`config.mk`:
```
export PLATFORM = sky130hd
export DESIGN_NAME = periph_fabric
export DESIGN_NICKNAME = d
export VERILOG_FILES = /design/src/verilog/periph_pkg.sv /design/src/verilog/periph_fabric.sv /design/src/verilog/response_merge.sv /design/src/verilog/machine_timer.sv /design/src/verilog/uart_lite_bridge.sv /design/src/verilog/request_router.sv
export SDC_FILE = /design/constraint.sdc
export NUM_CORES = 1
export LEC_CHECK = 0
export BUFFER_PORTS_ARGS = -buffer_cell sky130_fd_sc_hd__buf_4
export CAP_MARGIN = 15
export CORE_ASPECT_RATIO = 2
export CORE_MARGIN = 2
export CORE_UTILIZATION = 55
export DETAILED_ROUTE_END_ITERATION = 8
export PLACE_DENSITY_LB_ADDON = 0.12
export SLEW_MARGIN = 15
export SYNTH_ARGS = -nofsm -noshare
export SYNTH_HDL_FRONTEND = slang
export SYNTH_HIERARCHICAL = 1
export SYNTH_SLANG_ARGS = --single-unit
export TNS_END_PERCENT = 50
```
`constraint.sdc`:
```
create_clock -name clk_i -period 6.1 [get_ports clk_i]
set_input_delay 0.915 -clock clk_i [delete_from_list [all_inputs] [get_ports clk_i]]
set_output_delay 0.915 -clock clk_i [all_outputs]
set_load 0.02 [all_outputs]
```
`src/verilog/periph_pkg.sv`:
```
package periph_pkg;

    localparam int ADDR_W      = 32;
    localparam int DATA_W      = 32;
    localparam int STRB_W      = DATA_W / 8;
    localparam int TIME_W      = 64;
    localparam int UART_ADDR_W = 13;
    localparam int TIMER_OFS_W = 4;

    typedef logic [ADDR_W-1:0] addr_t;
    typedef logic [DATA_W-1:0] word_t;
    typedef logic [STRB_W-1:0] strb_t;
    typedef logic [TIME_W-1:0] time_t;

    // Address map
    localparam addr_t UART_BASE  = 32'h4000_0000;
    localparam addr_t UART_END   = 32'h4000_1FFF;
    localparam addr_t TIMER_BASE = 32'h4001_0000;
    localparam addr_t TIMER_END  = 32'h4001_000F;

    // Timer register offsets
    localparam logic [TIMER_OFS_W-1:0] TIMER_MTIME_LO = 4'h0;
    localparam logic [TIMER_OFS_W-1:0] TIMER_MTIME_HI = 4'h4;
    localparam logic [TIMER_OFS_W-1:0] TIMER_CMP_LO   = 4'h8;
    localparam logic [TIMER_OFS_W-1:0] TIMER_CMP_HI   = 4'hC;

    // AXI response coding
    typedef enum logic [1:0] {
        RESP_OKAY   = 2'b00,
        RESP_SLVERR = 2'b10,
        RESP_DECERR = 2'b11
    } resp_e;

    typedef enum logic [1:0] {
        TGT_UART  = 2'd0,
        TGT_TIMER = 2'd1,
        TGT_NONE  = 2'd2
    } target_e;

endpackage
```
`src/verilog/periph_fabric.sv`:
```
`timescale 1ns/1ps

module periph_fabric
    import periph_pkg::*;
(
    input  logic                   clk_i,
    input  logic                   rst_n_i,

    input  logic                   req_valid_i,
    input  logic                   req_write_i,
    input  addr_t                  req_addr_i,
    input  word_t                  req_wdata_i,
    input  strb_t                  req_strb_i,
    output logic                   req_ready_o,

    output logic                   rsp_valid_o,
    output word_t                  rsp_rdata_o,
    output resp_e                  rsp_resp_o,

    output logic [UART_ADDR_W-1:0] uart_awaddr_o,
    output logic                   uart_awvalid_o,
    input  logic                   uart_awready_i,
    output word_t                  uart_wdata_o,
    output strb_t                  uart_wstrb_o,
    output logic                   uart_wvalid_o,
    input  logic                   uart_wready_i,
    input  logic [1:0]             uart_bresp_i,
    input  logic                   uart_bvalid_i,
    output logic                   uart_bready_o,
    output logic [UART_ADDR_W-1:0] uart_araddr_o,
    output logic                   uart_arvalid_o,
    input  logic                   uart_arready_i,
    input  word_t                  uart_rdata_i,
    input  logic [1:0]             uart_rresp_i,
    input  logic                   uart_rvalid_i,
    output logic                   uart_rready_o,

    output time_t                  time_o,
    output logic                   timer_irq_o
);

    logic    uart_start;
    logic    timer_start;
    logic    none_start;
    target_e target;
    logic    req_write;
    addr_t   req_addr;
    word_t   req_wdata;
    strb_t   req_strb;
    logic    uart_done;
    word_t   uart_rdata;
    resp_e   uart_resp;
    logic    timer_done;
    word_t   timer_rdata;
    resp_e   timer_resp;

    request_router request_router_inst (
        .clk_i         (clk_i),
        .rst_n_i       (rst_n_i),
        .req_valid_i   (req_valid_i),
        .req_write_i   (req_write_i),
        .req_addr_i    (req_addr_i),
        .req_wdata_i   (req_wdata_i),
        .req_strb_i    (req_strb_i),
        .done_i        (rsp_valid_o),
        .req_ready_o   (req_ready_o),
        .uart_start_o  (uart_start),
        .timer_start_o (timer_start),
        .none_start_o  (none_start),
        .target_o      (target),
        .write_o       (req_write),
        .addr_o        (req_addr),
        .wdata_o       (req_wdata),
        .strb_o        (req_strb)
    );

    uart_lite_bridge uart_lite_bridge_inst (
        .clk_i          (clk_i),
        .rst_n_i        (rst_n_i),
        .start_i        (uart_start),
        .write_i        (req_write),
        .addr_i         (req_addr),
        .wdata_i        (req_wdata),
        .strb_i         (req_strb),
        .done_o         (uart_done),
        .rdata_o        (uart_rdata),
        .resp_o         (uart_resp),
        .uart_awaddr_o  (uart_awaddr_o),
        .uart_awvalid_o (uart_awvalid_o),
        .uart_awready_i (uart_awready_i),
        .uart_wdata_o   (uart_wdata_o),
        .uart_wstrb_o   (uart_wstrb_o),
        .uart_wvalid_o  (uart_wvalid_o),
        .uart_wready_i  (uart_wready_i),
        .uart_bresp_i   (uart_bresp_i),
        .uart_bvalid_i  (uart_bvalid_i),
        .uart_bready_o  (uart_bready_o),
        .uart_araddr_o  (uart_araddr_o),
        .uart_arvalid_o (uart_arvalid_o),
        .uart_arready_i (uart_arready_i),
        .uart_rdata_i   (uart_rdata_i),
        .uart_rresp_i   (uart_rresp_i),
        .uart_rvalid_i  (uart_rvalid_i),
        .uart_rready_o  (uart_rready_o)
    );

    machine_timer machine_timer_inst (
        .clk_i   (clk_i),
        .rst_n_i (rst_n_i),
        .start_i (timer_start),
        .write_i (req_write),
        .addr_i  (req_addr),
        .wdata_i (req_wdata),
        .strb_i  (req_strb),
        .done_o  (timer_done),
        .rdata_o (timer_rdata),
        .resp_o  (timer_resp),
        .time_o  (time_o),
        .irq_o   (timer_irq_o)
    );

    response_merge response_merge_inst (
        .clk_i         (clk_i),
        .rst_n_i       (rst_n_i),
        .target_i      (target),
        .none_start_i  (none_start),
        .uart_done_i   (uart_done),
        .uart_rdata_i  (uart_rdata),
        .uart_resp_i   (uart_resp),
        .timer_done_i  (timer_done),
        .timer_rdata_i (timer_rdata),
        .timer_resp_i  (timer_resp),
        .rsp_valid_o   (rsp_valid_o),
        .rsp_rdata_o   (rsp_rdata_o),
        .rsp_resp_o    (rsp_resp_o)
    );

endmodule

```
`src/verilog/response_merge.sv`:
```
`timescale 1ns/1ps

module response_merge
    import periph_pkg::*;
(
    input  logic    clk_i,
    input  logic    rst_n_i,

    input  target_e target_i,
    input  logic    none_start_i,
    input  logic    uart_done_i,
    input  word_t   uart_rdata_i,
    input  resp_e   uart_resp_i,
    input  logic    timer_done_i,
    input  word_t   timer_rdata_i,
    input  resp_e   timer_resp_i,

    output logic    rsp_valid_o,
    output word_t   rsp_rdata_o,
    output resp_e   rsp_resp_o
);

    logic  take_uart;
    logic  take_timer;
    logic  none_done_q;
    logic  rsp_valid_q;
    word_t rsp_rdata_q;
    resp_e rsp_resp_q;

    // Done only counts from the target that was decoded
    assign take_uart  = uart_done_i && (target_i == TGT_UART);
    assign take_timer = timer_done_i && (target_i == TGT_TIMER);

    always_ff @(posedge clk_i) begin
        if (!rst_n_i) begin
            none_done_q <= 1'b0;
            rsp_valid_q <= 1'b0;
        end else begin
            // Decode error takes as long as a timer access
            none_done_q <= none_start_i;
            rsp_valid_q <= take_uart || take_timer || none_done_q;
        end
    end

    always_ff @(posedge clk_i) begin
        if (take_uart) begin
            rsp_rdata_q <= uart_rdata_i;
            rsp_resp_q  <= uart_resp_i;
        end else if (take_timer) begin
            rsp_rdata_q <= timer_rdata_i;
            rsp_resp_q  <= timer_resp_i;
        end else if (none_done_q) begin
            rsp_rdata_q <= '0;
            rsp_resp_q  <= RESP_DECERR;
        end
    end

    assign rsp_valid_o = rsp_valid_q;
    assign rsp_rdata_o = rsp_rdata_q;
    assign rsp_resp_o  = rsp_resp_q;

endmodule

```
`src/verilog/machine_timer.sv`:
```
`timescale 1ns/1ps

module machine_timer
    import periph_pkg::*;
(
    input  logic  clk_i,
    input  logic  rst_n_i,

    input  logic  start_i,
    input  logic  write_i,
    input  addr_t addr_i,
    input  word_t wdata_i,
    input  strb_t strb_i,
    output logic  done_o,
    output word_t rdata_o,
    output resp_e resp_o,

    output time_t time_o,
    output logic  irq_o
);

    time_t                  mtime_q;
    time_t                  cmp_q;
    logic                   irq_q;
    logic                   done_q;
    word_t                  rdata_q;
    resp_e                  resp_q;
    addr_t                  offset;
    logic [TIMER_OFS_W-1:0] reg_ofs;
    logic                   aligned;
    logic                   wr_en;

    function automatic word_t merge_bytes(input word_t old_w, input word_t new_w,
                                          input strb_t strb);
        word_t res;
        res = old_w;
        for (int i = 0; i < STRB_W; i++) begin
            if (strb[i]) begin
                res[8*i +: 8] = new_w[8*i +: 8];
            end
        end
        return res;
    endfunction

    assign offset  = addr_i - TIMER_BASE;
    assign reg_ofs = {offset[TIMER_OFS_W-1:2], 2'b00};
    assign aligned = (offset[1:0] == 2'b00);
    assign wr_en   = start_i && write_i && aligned;

    always_ff @(posedge clk_i) begin
        if (!rst_n_i) begin
            mtime_q <= '0;
            cmp_q   <= '1;
            irq_q   <= 1'b0;
            done_q  <= 1'b0;
        end else begin
            mtime_q <= mtime_q + 1'b1;
            irq_q   <= (mtime_q >= cmp_q);
            done_q  <= start_i;
            // Time registers are read only
            if (wr_en && reg_ofs == TIMER_CMP_LO) begin
                cmp_q[DATA_W-1:0] <= merge_bytes(cmp_q[DATA_W-1:0], wdata_i, strb_i);
            end else if (wr_en && reg_ofs == TIMER_CMP_HI) begin
                cmp_q[TIME_W-1:DATA_W] <= merge_bytes(cmp_q[TIME_W-1:DATA_W], wdata_i, strb_i);
            end
        end
    end

    always_ff @(posedge clk_i) begin
        if (start_i) begin
            resp_q  <= aligned ? RESP_OKAY : RESP_SLVERR;
            rdata_q <= '0;
            if (!write_i && aligned) begin
                case (reg_ofs)
                    TIMER_MTIME_LO: rdata_q <= mtime_q[DATA_W-1:0];
                    TIMER_MTIME_HI: rdata_q <= mtime_q[TIME_W-1:DATA_W];
                    TIMER_CMP_LO:   rdata_q <= cmp_q[DATA_W-1:0];
                    TIMER_CMP_HI:   rdata_q <= cmp_q[TIME_W-1:DATA_W];
                    default:        rdata_q <= '0;
                endcase
            end
        end
    end

    assign done_o  = done_q;
    assign rdata_o = rdata_q;
    assign resp_o  = resp_q;
    assign time_o  = mtime_q;
    assign irq_o   = irq_q;

endmodule

```
`src/verilog/uart_lite_bridge.sv`:
```
`timescale 1ns/1ps

module uart_lite_bridge
    import periph_pkg::*;
(
    input  logic                   clk_i,
    input  logic                   rst_n_i,

    input  logic                   start_i,
    input  logic                   write_i,
    input  addr_t                  addr_i,
    input  word_t                  wdata_i,
    input  strb_t                  strb_i,
    output logic                   done_o,
    output word_t                  rdata_o,
    output resp_e                  resp_o,

    output logic [UART_ADDR_W-1:0] uart_awaddr_o,
    output logic                   uart_awvalid_o,
    input  logic                   uart_awready_i,
    output word_t                  uart_wdata_o,
    output strb_t                  uart_wstrb_o,
    output logic                   uart_wvalid_o,
    input  logic                   uart_wready_i,
    input  logic [1:0]             uart_bresp_i,
    input  logic                   uart_bvalid_i,
    output logic                   uart_bready_o,
    output logic [UART_ADDR_W-1:0] uart_araddr_o,
    output logic                   uart_arvalid_o,
    input  logic                   uart_arready_i,
    input  word_t                  uart_rdata_i,
    input  logic [1:0]             uart_rresp_i,
    input  logic                   uart_rvalid_i,
    output logic                   uart_rready_o
);

    typedef enum logic [2:0] {
        ST_IDLE,
        ST_WRITE,
        ST_BRESP,
        ST_ADDR,
        ST_RDATA
    } state_e;

    state_e state_q;
    logic   awvalid_q;
    logic   wvalid_q;
    logic   bready_q;
    logic   arvalid_q;
    logic   rready_q;
    logic   done_q;
    word_t  rdata_q;
    resp_e  resp_q;
    addr_t  offset;
    logic   aw_ok;
    logic   w_ok;

    // Window-relative address
    assign offset = addr_i - UART_BASE;

    // Channel accepted now or earlier
    assign aw_ok = !awvalid_q || uart_awready_i;
    assign w_ok  = !wvalid_q || uart_wready_i;

    always_ff @(posedge clk_i) begin
        if (!rst_n_i) begin
            state_q   <= ST_IDLE;
            awvalid_q <= 1'b0;
            wvalid_q  <= 1'b0;
            bready_q  <= 1'b0;
            arvalid_q <= 1'b0;
            rready_q  <= 1'b0;
            done_q    <= 1'b0;
        end else begin
            done_q <= 1'b0;
            case (state_q)
                ST_IDLE: begin
                    if (start_i && write_i) begin
                        awvalid_q <= 1'b1;
                        wvalid_q  <= 1'b1;
                        state_q   <= ST_WRITE;
                    end else if (start_i) begin
                        arvalid_q <= 1'b1;
                        state_q   <= ST_ADDR;
                    end
                end
                ST_WRITE: begin
                    if (uart_awready_i) awvalid_q <= 1'b0;
                    if (uart_wready_i) wvalid_q <= 1'b0;
                    if (aw_ok && w_ok) begin
                        bready_q <= 1'b1;
                        state_q  <= ST_BRESP;
                    end
                end
                ST_BRESP: begin
                    if (uart_bvalid_i) begin
                        bready_q <= 1'b0;
                        done_q   <= 1'b1;
                        state_q  <= ST_IDLE;
                    end
                end
                ST_ADDR: begin
                    if (uart_arready_i) begin
                        arvalid_q <= 1'b0;
                        rready_q  <= 1'b1;
                        state_q   <= ST_RDATA;
                    end
                end
                ST_RDATA: begin
                    if (uart_rvalid_i) begin
                        rready_q <= 1'b0;
                        done_q   <= 1'b1;
                        state_q  <= ST_IDLE;
                    end
                end
                default: state_q <= ST_IDLE;
            endcase
        end
    end

    // Capture the returned response
    always_ff @(posedge clk_i) begin
        if (state_q == ST_BRESP && uart_bvalid_i) begin
            rdata_q <= '0;
            resp_q  <= resp_e'(uart_bresp_i);
        end else if (state_q == ST_RDATA && uart_rvalid_i) begin
            rdata_q <= uart_rdata_i;
            resp_q  <= resp_e'(uart_rresp_i);
        end
    end

    assign uart_awaddr_o  = offset[UART_ADDR_W-1:0];
    assign uart_araddr_o  = offset[UART_ADDR_W-1:0];
    assign uart_wdata_o   = wdata_i;
    assign uart_wstrb_o   = strb_i;
    assign uart_awvalid_o = awvalid_q;
    assign uart_wvalid_o  = wvalid_q;
    assign uart_bready_o  = bready_q;
    assign uart_arvalid_o = arvalid_q;
    assign uart_rready_o  = rready_q;
    assign done_o         = done_q;
    assign rdata_o        = rdata_q;
    assign resp_o         = resp_q;

endmodule

```
`src/verilog/request_router.sv`:
```
`timescale 1ns/1ps

module request_router
    import periph_pkg::*;
(
    input  logic    clk_i,
    input  logic    rst_n_i,

    input  logic    req_valid_i,
    input  logic    req_write_i,
    input  addr_t   req_addr_i,
    input  word_t   req_wdata_i,
    input  strb_t   req_strb_i,
    input  logic    done_i,
    output logic    req_ready_o,

    output logic    uart_start_o,
    output logic    timer_start_o,
    output logic    none_start_o,
    output target_e target_o,
    output logic    write_o,
    output addr_t   addr_o,
    output word_t   wdata_o,
    output strb_t   strb_o
);

    logic    busy_q;
    logic    accept;
    logic    hit_uart;
    logic    hit_timer;
    logic    uart_start_q;
    logic    timer_start_q;
    logic    none_start_q;
    target_e target_q;
    logic    write_q;
    addr_t   addr_q;
    word_t   wdata_q;
    strb_t   strb_q;

    // Only one transaction in flight
    assign accept    = req_valid_i && !busy_q;
    assign hit_uart  = (req_addr_i >= UART_BASE) && (req_addr_i <= UART_END);
    assign hit_timer = (req_addr_i >= TIMER_BASE) && (req_addr_i <= TIMER_END);

    always_ff @(posedge clk_i) begin
        if (!rst_n_i) begin
            busy_q        <= 1'b0;
            uart_start_q  <= 1'b0;
            timer_start_q <= 1'b0;
            none_start_q  <= 1'b0;
            target_q      <= TGT_NONE;
        end else begin
            uart_start_q  <= accept && hit_uart;
            timer_start_q <= accept && hit_timer;
            none_start_q  <= accept && !hit_uart && !hit_timer;
            if (accept) begin
                busy_q   <= 1'b1;
                target_q <= hit_uart ? TGT_UART : (hit_timer ? TGT_TIMER : TGT_NONE);
            end else if (done_i) begin
                busy_q <= 1'b0;
            end
        end
    end

    // Request fields held until the next accept
    always_ff @(posedge clk_i) begin
        if (accept) begin
            write_q <= req_write_i;
            addr_q  <= req_addr_i;
            wdata_q <= req_wdata_i;
            strb_q  <= req_strb_i;
        end
    end

    assign req_ready_o   = !busy_q;
    assign uart_start_o  = uart_start_q;
    assign timer_start_o = timer_start_q;
    assign none_start_o  = none_start_q;
    assign target_o      = target_q;
    assign write_o       = write_q;
    assign addr_o        = addr_q;
    assign wdata_o       = wdata_q;
    assign strb_o        = strb_q;

endmodule

```
==> summary.txt, run 1 <==
Outcome
  – Outcome: complete, no violations

Min path
  – Min-Delay Endpoint: response_merge_inst/none_done_q$_SDFF_PN0_
  – Hold WC Path Type: reg2reg
  – Hold depth: 1
  – Hold_sp: request_router_inst/none_start_o$_SDFF_PN0_

Routing
  – Vias per inst: 5.678
  – DRT Wirelength: 38.80 mm
  – Routed WL per cell: 19.57 microns
  – Drt pass-1 iters: 5
  – Vias: 11,250
  – Drt drc: 0
  – Detail Route Antenna Nets: 0
  – Initial drt markers: 730

Place
  – Port Buffers: 280
  – Setup slack at placement: 3.402 ns
  – Final Wtd Congestion: 0.8877
  – HPWL after detailed placement: 28.66 mm

Clock network
  – Clk buf depth: 3
  – Clock buffer count from CTS: 27
  – Postcts setup bufs: 0
  – Clk_lat worst skew: 0.56 ns
  – Post-cts repair resize count: 0
  – Htree depth: 1
  – # clock sinks: 298
  – Clock transition at path regs: 0.07 ns
  – CTS Hold Bufs: 0
  – Clock root buffer: clkbuf_16
  – CTS tree: yes

Pwr
  – Logic gate share of total power: 7.6%
  – Net Sw Power: 0.0009686 W
  – Sw frac: 23.33%
  – Internal: 0.003184 W
  – Clock power frac: 40.4%
  – Peak supply drop: 0.2321 mV
  – Static Leakage: 7.554 nW
  – Power density cells: 239.5 nW/um^2
  – Overall Power: 0.004152 W
  – Register share of total power: 52.0%

Global routing
  – Met1 GRT Util: 29.81%
  – Global route overflow: 0
  – Initial antenna violation count: 0
  – Pin count of the biggest net entering global routing: 77
  – First-pass GRT wire length: 61.20 mm
  – Met2 usage: 51.92%
  – Busiest grt layer: met2
  – Vias in the first global route: 11,490
  – GRT Total Usage: 27.67%
  – Met3 Usage GRT: 3.374%

Final layout
  – Layout area overhead: 18.35%
  – Layout cell share with drive strength beyond 1: 24.66%
  – Layout Nets: 1,795
  – Final core utilization: 65.97%
  – ANT cells: 0

Floorplan
  – Number of cell rows: 84
  – IO Pins: 281
  – Initial core utilization: 55.74%
  – Die height: 234.8 microns
  – Die W: 119.4 microns
  – Die Area: 28,030 sq um
  – Placeable core region: 26,280 sq um

Critical path
  – R2R Path Start: machine_timer_inst/time_o[25]$_SDFF_PN0_
  – Worst R2R End: machine_timer_inst/time_o[61]$_SDFF_PN0_
  – Startpoint types: flip-flop
  – CP Class: reg2reg
  – Arrival @ worst endpoint: 3.12 ns
  – Worst-path maximum fanout: 13
  – Flop-to-flop setup slack: 3.47 ns
  – Crit-path cells: and4_4 -> nand4_4 -> nor4_4 -> nand3_2 -> or4_1 -> a21boi_1
  – Element type at the critical path end: flip-flop
  – Cells on worst reg2reg path: 6
  – Crit path required time: 6.59 ns
  – CP max stage delay: 0.69 ns
  – Slowest CP cell: nor4_4

Flow run
  – # Max-Cap Violations: 0

Timing
  – Final Slew Violations: 0
  – Final worst path period share: 43.16%
  – Worst rel slew slack: 49.02%
  – Setup TNS Final: 0 ns
  – Fin Hold WS: 0.4407 ns
  – Post-Route Skew: 0.02138 ns
  – Fin worst setup slack: 3.467 ns
  – RSZ-0062 raised after global routing: no
  – Fmax: 0.3799 GHz
  – Worst-Margin Slew: 0.7647 ns
  – Tmin final: 2.633 ns
  – Final setup viols: 0
  – Hold Fails Final Rpt: 0

Yosys
  – Synthesized cell area: 14,650 sq um
  – Synth warn: 6
  – Mean Syn Cell Area: 10.21 sq um
  – Post-Syn Instances: 1,434
  – Post-Syn Nets: 1,612
==> layer usage <==
metal / vias up / share of wire (%) / wire length, microns
met5: - / 0 / 0
met4: 0 / 5.4 / 2102
met3: 107 / 4.8 / 1875
met2: 380 / 55 / 21210
met1: 5414 / 35 / 13610
li1: 5353 / - / -
==> registers in the layout, summed over array words and instances (netlist names), 3 cells and up <==
signal / flops
uart_lite_bridge_inst/rdata_o: 32
request_router_inst/wdata_o: 32
machine_timer_inst/rdata_o: 32
machine_timer_inst/time_o: 64
request_router_inst/addr_o: 13
response_merge_inst/rsp_rdata_o: 32
request_router_inst/strb_o: 4
uart_lite_bridge_inst/state_q: 3
machine_timer_inst/cmp_q: 64
==> worst max-delay path by stage <==
stage,start,endpoint
2_1_floorplan,req_valid_i,request_router_inst/none_start_o$_SDFF_PN0_
3_3_place_gp,rst_n_i,request_router_inst/target_o[1]$_SDFFE_PN1P_
3_5_place_dp,rst_n_i,request_router_inst/none_start_o$_SDFF_PN0_
4_1_cts,request_router_inst/addr_o[2]$_DFFE_PP_,uart_awaddr_o[2]
5_1_grt,machine_timer_inst/time_o[25]$_SDFF_PN0_,machine_timer_inst/time_o[61]$_SDFF_PN0_
6_report,machine_timer_inst/time_o[25]$_SDFF_PN0_,machine_timer_inst/time_o[61]$_SDFF_PN0_
==> cell usage in the layout (no fill, tap or decap), types with 5 or more instances in the layout <==
| cell type | count |
|---|---|
| and2_1 | 67 |
| inv_1 | 73 |
| a21oi_1 | 94 |
| nand3_1 | 139 |
| nor2b_1 | 39 |
| and4_1 | 7 |
| nand2_1 | 179 |
| xnor2_1 | 48 |
| clkinv_2 | 7 |
| ha_1 | 65 |
| buf_4 | 295 |
| nand4_1 | 28 |
| a21o_1 | 9 |
| xor2_1 | 11 |
| edfxtp_1 | 119 |
| clkbuf_16 | 27 |
| clkbuf_1 | 5 |
| and3_1 | 16 |
| nor2_1 | 21 |
| dfxtp_1 | 178 |
| nor3_1 | 6 |
| nand3b_1 | 35 |
| mux4_2 | 32 |
| o21ai_0 | 16 |
| o211ai_1 | 34 |
==> per-stage QoR <==
stage                     instances  cell area [sq um]
after floorplan                1434              14650
after global placement         1932              16470
after detailed placement       1932              16470
after CTS                      1982              17330
after global routing           1982              17330
final                          1982              17330
==> worst max-delay path: cells and delay by family, from the launching register on <==
kind	cells	cell delay [ns]
flops	1	0.55
compound gates	1	0.14
simple gates	5	1.87
==> final cells by class <==
cell class              instances  area [sq um]
clock inverters                16         141.4
flip-flops and latches        298          7158
inverters                      73         274.0
repair buffers                295          2215
fillers                      2194          8941
multi-input cells             922          6394
clock buffers                  34         721.9
well taps                     344         430.4
==> power by group through the flow <==
| stage | Sequential [W] | Combinational [W] | Clock, W |
|---|---|---|---|
| floorplan | 0.00218 | 0.000219 | 0 |
| global placement | 0.00220 | 0.000315 | 0 |
| detailed placement | 0.00220 | 0.000318 | 0 |
| CTS | 0.00216 | 0.000318 | 0.00171 |
| global route | 0.00216 | 0.000340 | 0.00179 |
| finish | 0.00216 | 0.000316 | 0.00168 |
(Power assumes the default switching activity.)
==> run 2, diff against run 1 <==
- CORE_UTILIZATION: 55 -> 51
- clock period: 6.1 -> 2.25 ns (I/O delays scaled with it)
==> run 2 against run 1 <==
Setup slack worse by 3.4 ns. Clock skew up 0.0030 ns. Via count grew 4.7%. Final cell count up 6.8%. Critical path depth increased by 2. Sequential power grew to 2.7 times the previous value. Highest routed layer unchanged.
==> summary.txt, run 2 (synthesis gave the netlist of run 1 again) <==
Critical path
  – Worst R2R End: machine_timer_inst/irq_o$_SDFF_PN0_
  – CP bufs+invs: 1
  – Most frequent cell on the critical path: o21ai_0
  – Crit. Startpoint: machine_timer_inst/time_o[35]$_SDFF_PN0_
  – Slowest CP cell: dfxtp_1
  – Critical Path Stages: 8
  – R2R Path Start: machine_timer_inst/time_o[35]$_SDFF_PN0_
  – Element type at the critical path end: flip-flop
  – Cells on worst reg2reg path: 8
  – CP Capture Point: machine_timer_inst/irq_o$_SDFF_PN0_
  – Crit path required time: 2.71 ns
  – Family with the most delay on the worst path: compound AO/OA/AOI/OAI gates
  – Worst-path maximum fanout: 5
  – Arrival @ worst endpoint: 2.62 ns
  – CP Class: reg2reg
  – Crit-path cells: buf_4 -> ha_1 -> a21oi_1 -> o21ai_0 -> a221oi_1 -> o21ai_0 -> a22o_1 -> a31o_2
  – Flop-to-flop setup slack: 0.09 ns
  – Startpoint types: flip-flop
  – CP max stage delay: 0.34 ns

Timing
  – Worst rel slew slack: 53.44%
  – Post-Route Skew: 0.02442 ns
  – Fmax: 0.4634 GHz
  – RSZ-0062 raised after global routing: no
  – Final worst path period share: 95.91%
  – Worst-Margin Slew: 0.6911 ns
  – Final setup viols: 0
  – Final Slew Violations: 0
  – Tmin final: 2.158 ns
  – Setup TNS Final: 0 ns
  – Hold Fails Final Rpt: 0
  – Fin worst setup slack: 0.09205 ns

Routing
  – Drt pass-1 iters: 5
  – Vias: 11,780
  – DRT Wirelength: 41.50 mm
  – Vias per inst: 5.569
  – Drt drc: 0
  – Routed WL per cell: 19.61 microns
  – Initial drt markers: 741
  – Detail Route Antenna Nets: 0

Global routing
  – Pin count of the biggest net entering global routing: 72
  – Vias in the first global route: 11,860
  – Global route overflow: 0
  – Initial antenna violation count: 0
  – GRT Total Usage: 27.37%
  – First-pass GRT wire length: 63.44 mm

Pwr
  – Static Leakage: 8.196 nW
  – Overall Power: 0.01152 W
  – Power density cells: 623.0 nW/um^2
  – Peak supply drop: 0.6083 mV

Place
  – Setup slack at placement: -0.1567 ns
  – Placed insts: 2,012
  – HPWL after detailed placement: 31.15 mm
  – Port Buffers: 280
  – Final Wtd Congestion: 0.9328

Min path
  – Hold WC Path Type: in2reg
  – Hold depth: 3

Final layout
  – Layout area overhead: 26.21%
  – Final core utilization: 65.57%
  – Commonest non-fill, non-tap cell in the layout: buf_4
  – Area of the multi-input gates: 6419 sq um
  – Register area: 7162 sq um
  – Layout Nets: 1,916
  – Most frequent cells in the layout: buf_4, nand2_1, dfxtp_1, nand3_1, edfxtp_1
  – ANT cells: 0
  – Fillers: 2,314
  – Non-Filler Instances: 2,116
  – Layout cell share with drive strength beyond 1: 26.88%

Floorplan
  – Die height: 243.7 microns
  – IO Pins: 281
  – Number of cell rows: 87
  – Die Area: 30,170 sq um
  – Die W: 123.8 microns
  – Initial core utilization: 51.95%
  – Placeable core region: 28,190 sq um

Clock network
  – Clock buffer count from CTS: 28
  – # clock sinks: 298
  – CTS tree: yes
  – Htree depth: 1
  – Clock transition at path regs: 0.07 ns
  – Clk buf depth: 3
  – Clk_lat worst skew: 0.56 ns
  – Clock root buffer: clkbuf_16

Outcome
  – Outcome: complete, no violations

Flow run
  – # Max-Cap Violations: 0
==> run 2: cell count changes in the layout (fill, tap and decap cells not counted), sizes merged <==
cell and change:
bufinv -1, clkinv -10, inv -1, clkbuf +13, dlygate4sd3 +51, clkinvlp +1
buf +69
==> run 2: power breakdown <==
group,switching [W],internal (W)
Clock,0.00207,0.00264
Sequential,0.000124,0.00571
Combinational,0.000497,0.000481
==> run 2: routing by layer <==
metal	GRT usage, %	wire, microns	vias up
met4	16.08	2751	0
li1	-	-	5591
met5	0	0	-
met1	28.61	14270	5677
met3	3.324	1971	124
met2	50.68	22510	391
==> run 2: worst min path at each step <==
stage	startpoint	end	slack, ns
final	uart_rdata_i[23]	uart_lite_bridge_inst/rdata_o[23]$_SDFFE_PP0P_	0.02
after global routing	uart_rdata_i[15]	uart_lite_bridge_inst/rdata_o[15]$_SDFFE_PP0P_	0.02
after CTS	uart_rdata_i[23]	uart_lite_bridge_inst/rdata_o[23]$_SDFFE_PP0P_	0.004
after detailed placement	request_router_inst/none_start_o$_SDFF_PN0_	response_merge_inst/none_done_q$_SDFF_PN0_	0.42
after global placement	request_router_inst/none_start_o$_SDFF_PN0_	response_merge_inst/none_done_q$_SDFF_PN0_	0.42
after floorplan	request_router_inst/none_start_o$_SDFF_PN0_	response_merge_inst/none_done_q$_SDFF_PN0_	0.41
==> run 2: area by class of cell <==
cell class,instances,area share (%)
clock buffer,47,4.508
clock inverter,5,0.3181
inverter,73,1.482
multi-input combinational,922,34.72
sequential,298,38.74
tap,356,2.410
timing repair buffer,415,17.82
==> run 2: worst reg2reg max path: cells and delay by family (launching register included) <==
| family | cells | cell delay [ns] |
|---|---|---|
| fa+ha+maj | 1 | 0.32 |
| compound gates | 6 | 1.25 |
| flops | 1 | 0.34 |
| buf+inv | 1 | 0.16 |
==> run 2: timing repair <==
action / CTS / global route
gates resized for setup: 3 / 4
endpoints found under the setup margin: 1 / 4
buffers inserted: 0 / 1
endpoints found under the hold margin: 51 / 0
hold buffers: 51 / 0
pin swaps: 0 / 1
==> run 2: metrics by stage <==
stage,hold slack (ns),area [sq um]
CTS,0.004405,18470
finish,0.02057,18490
detailed placement,0.4207,17050
global placement,0.4170,17050
floorplan,0.4057,14650
global route,0.02353,18490
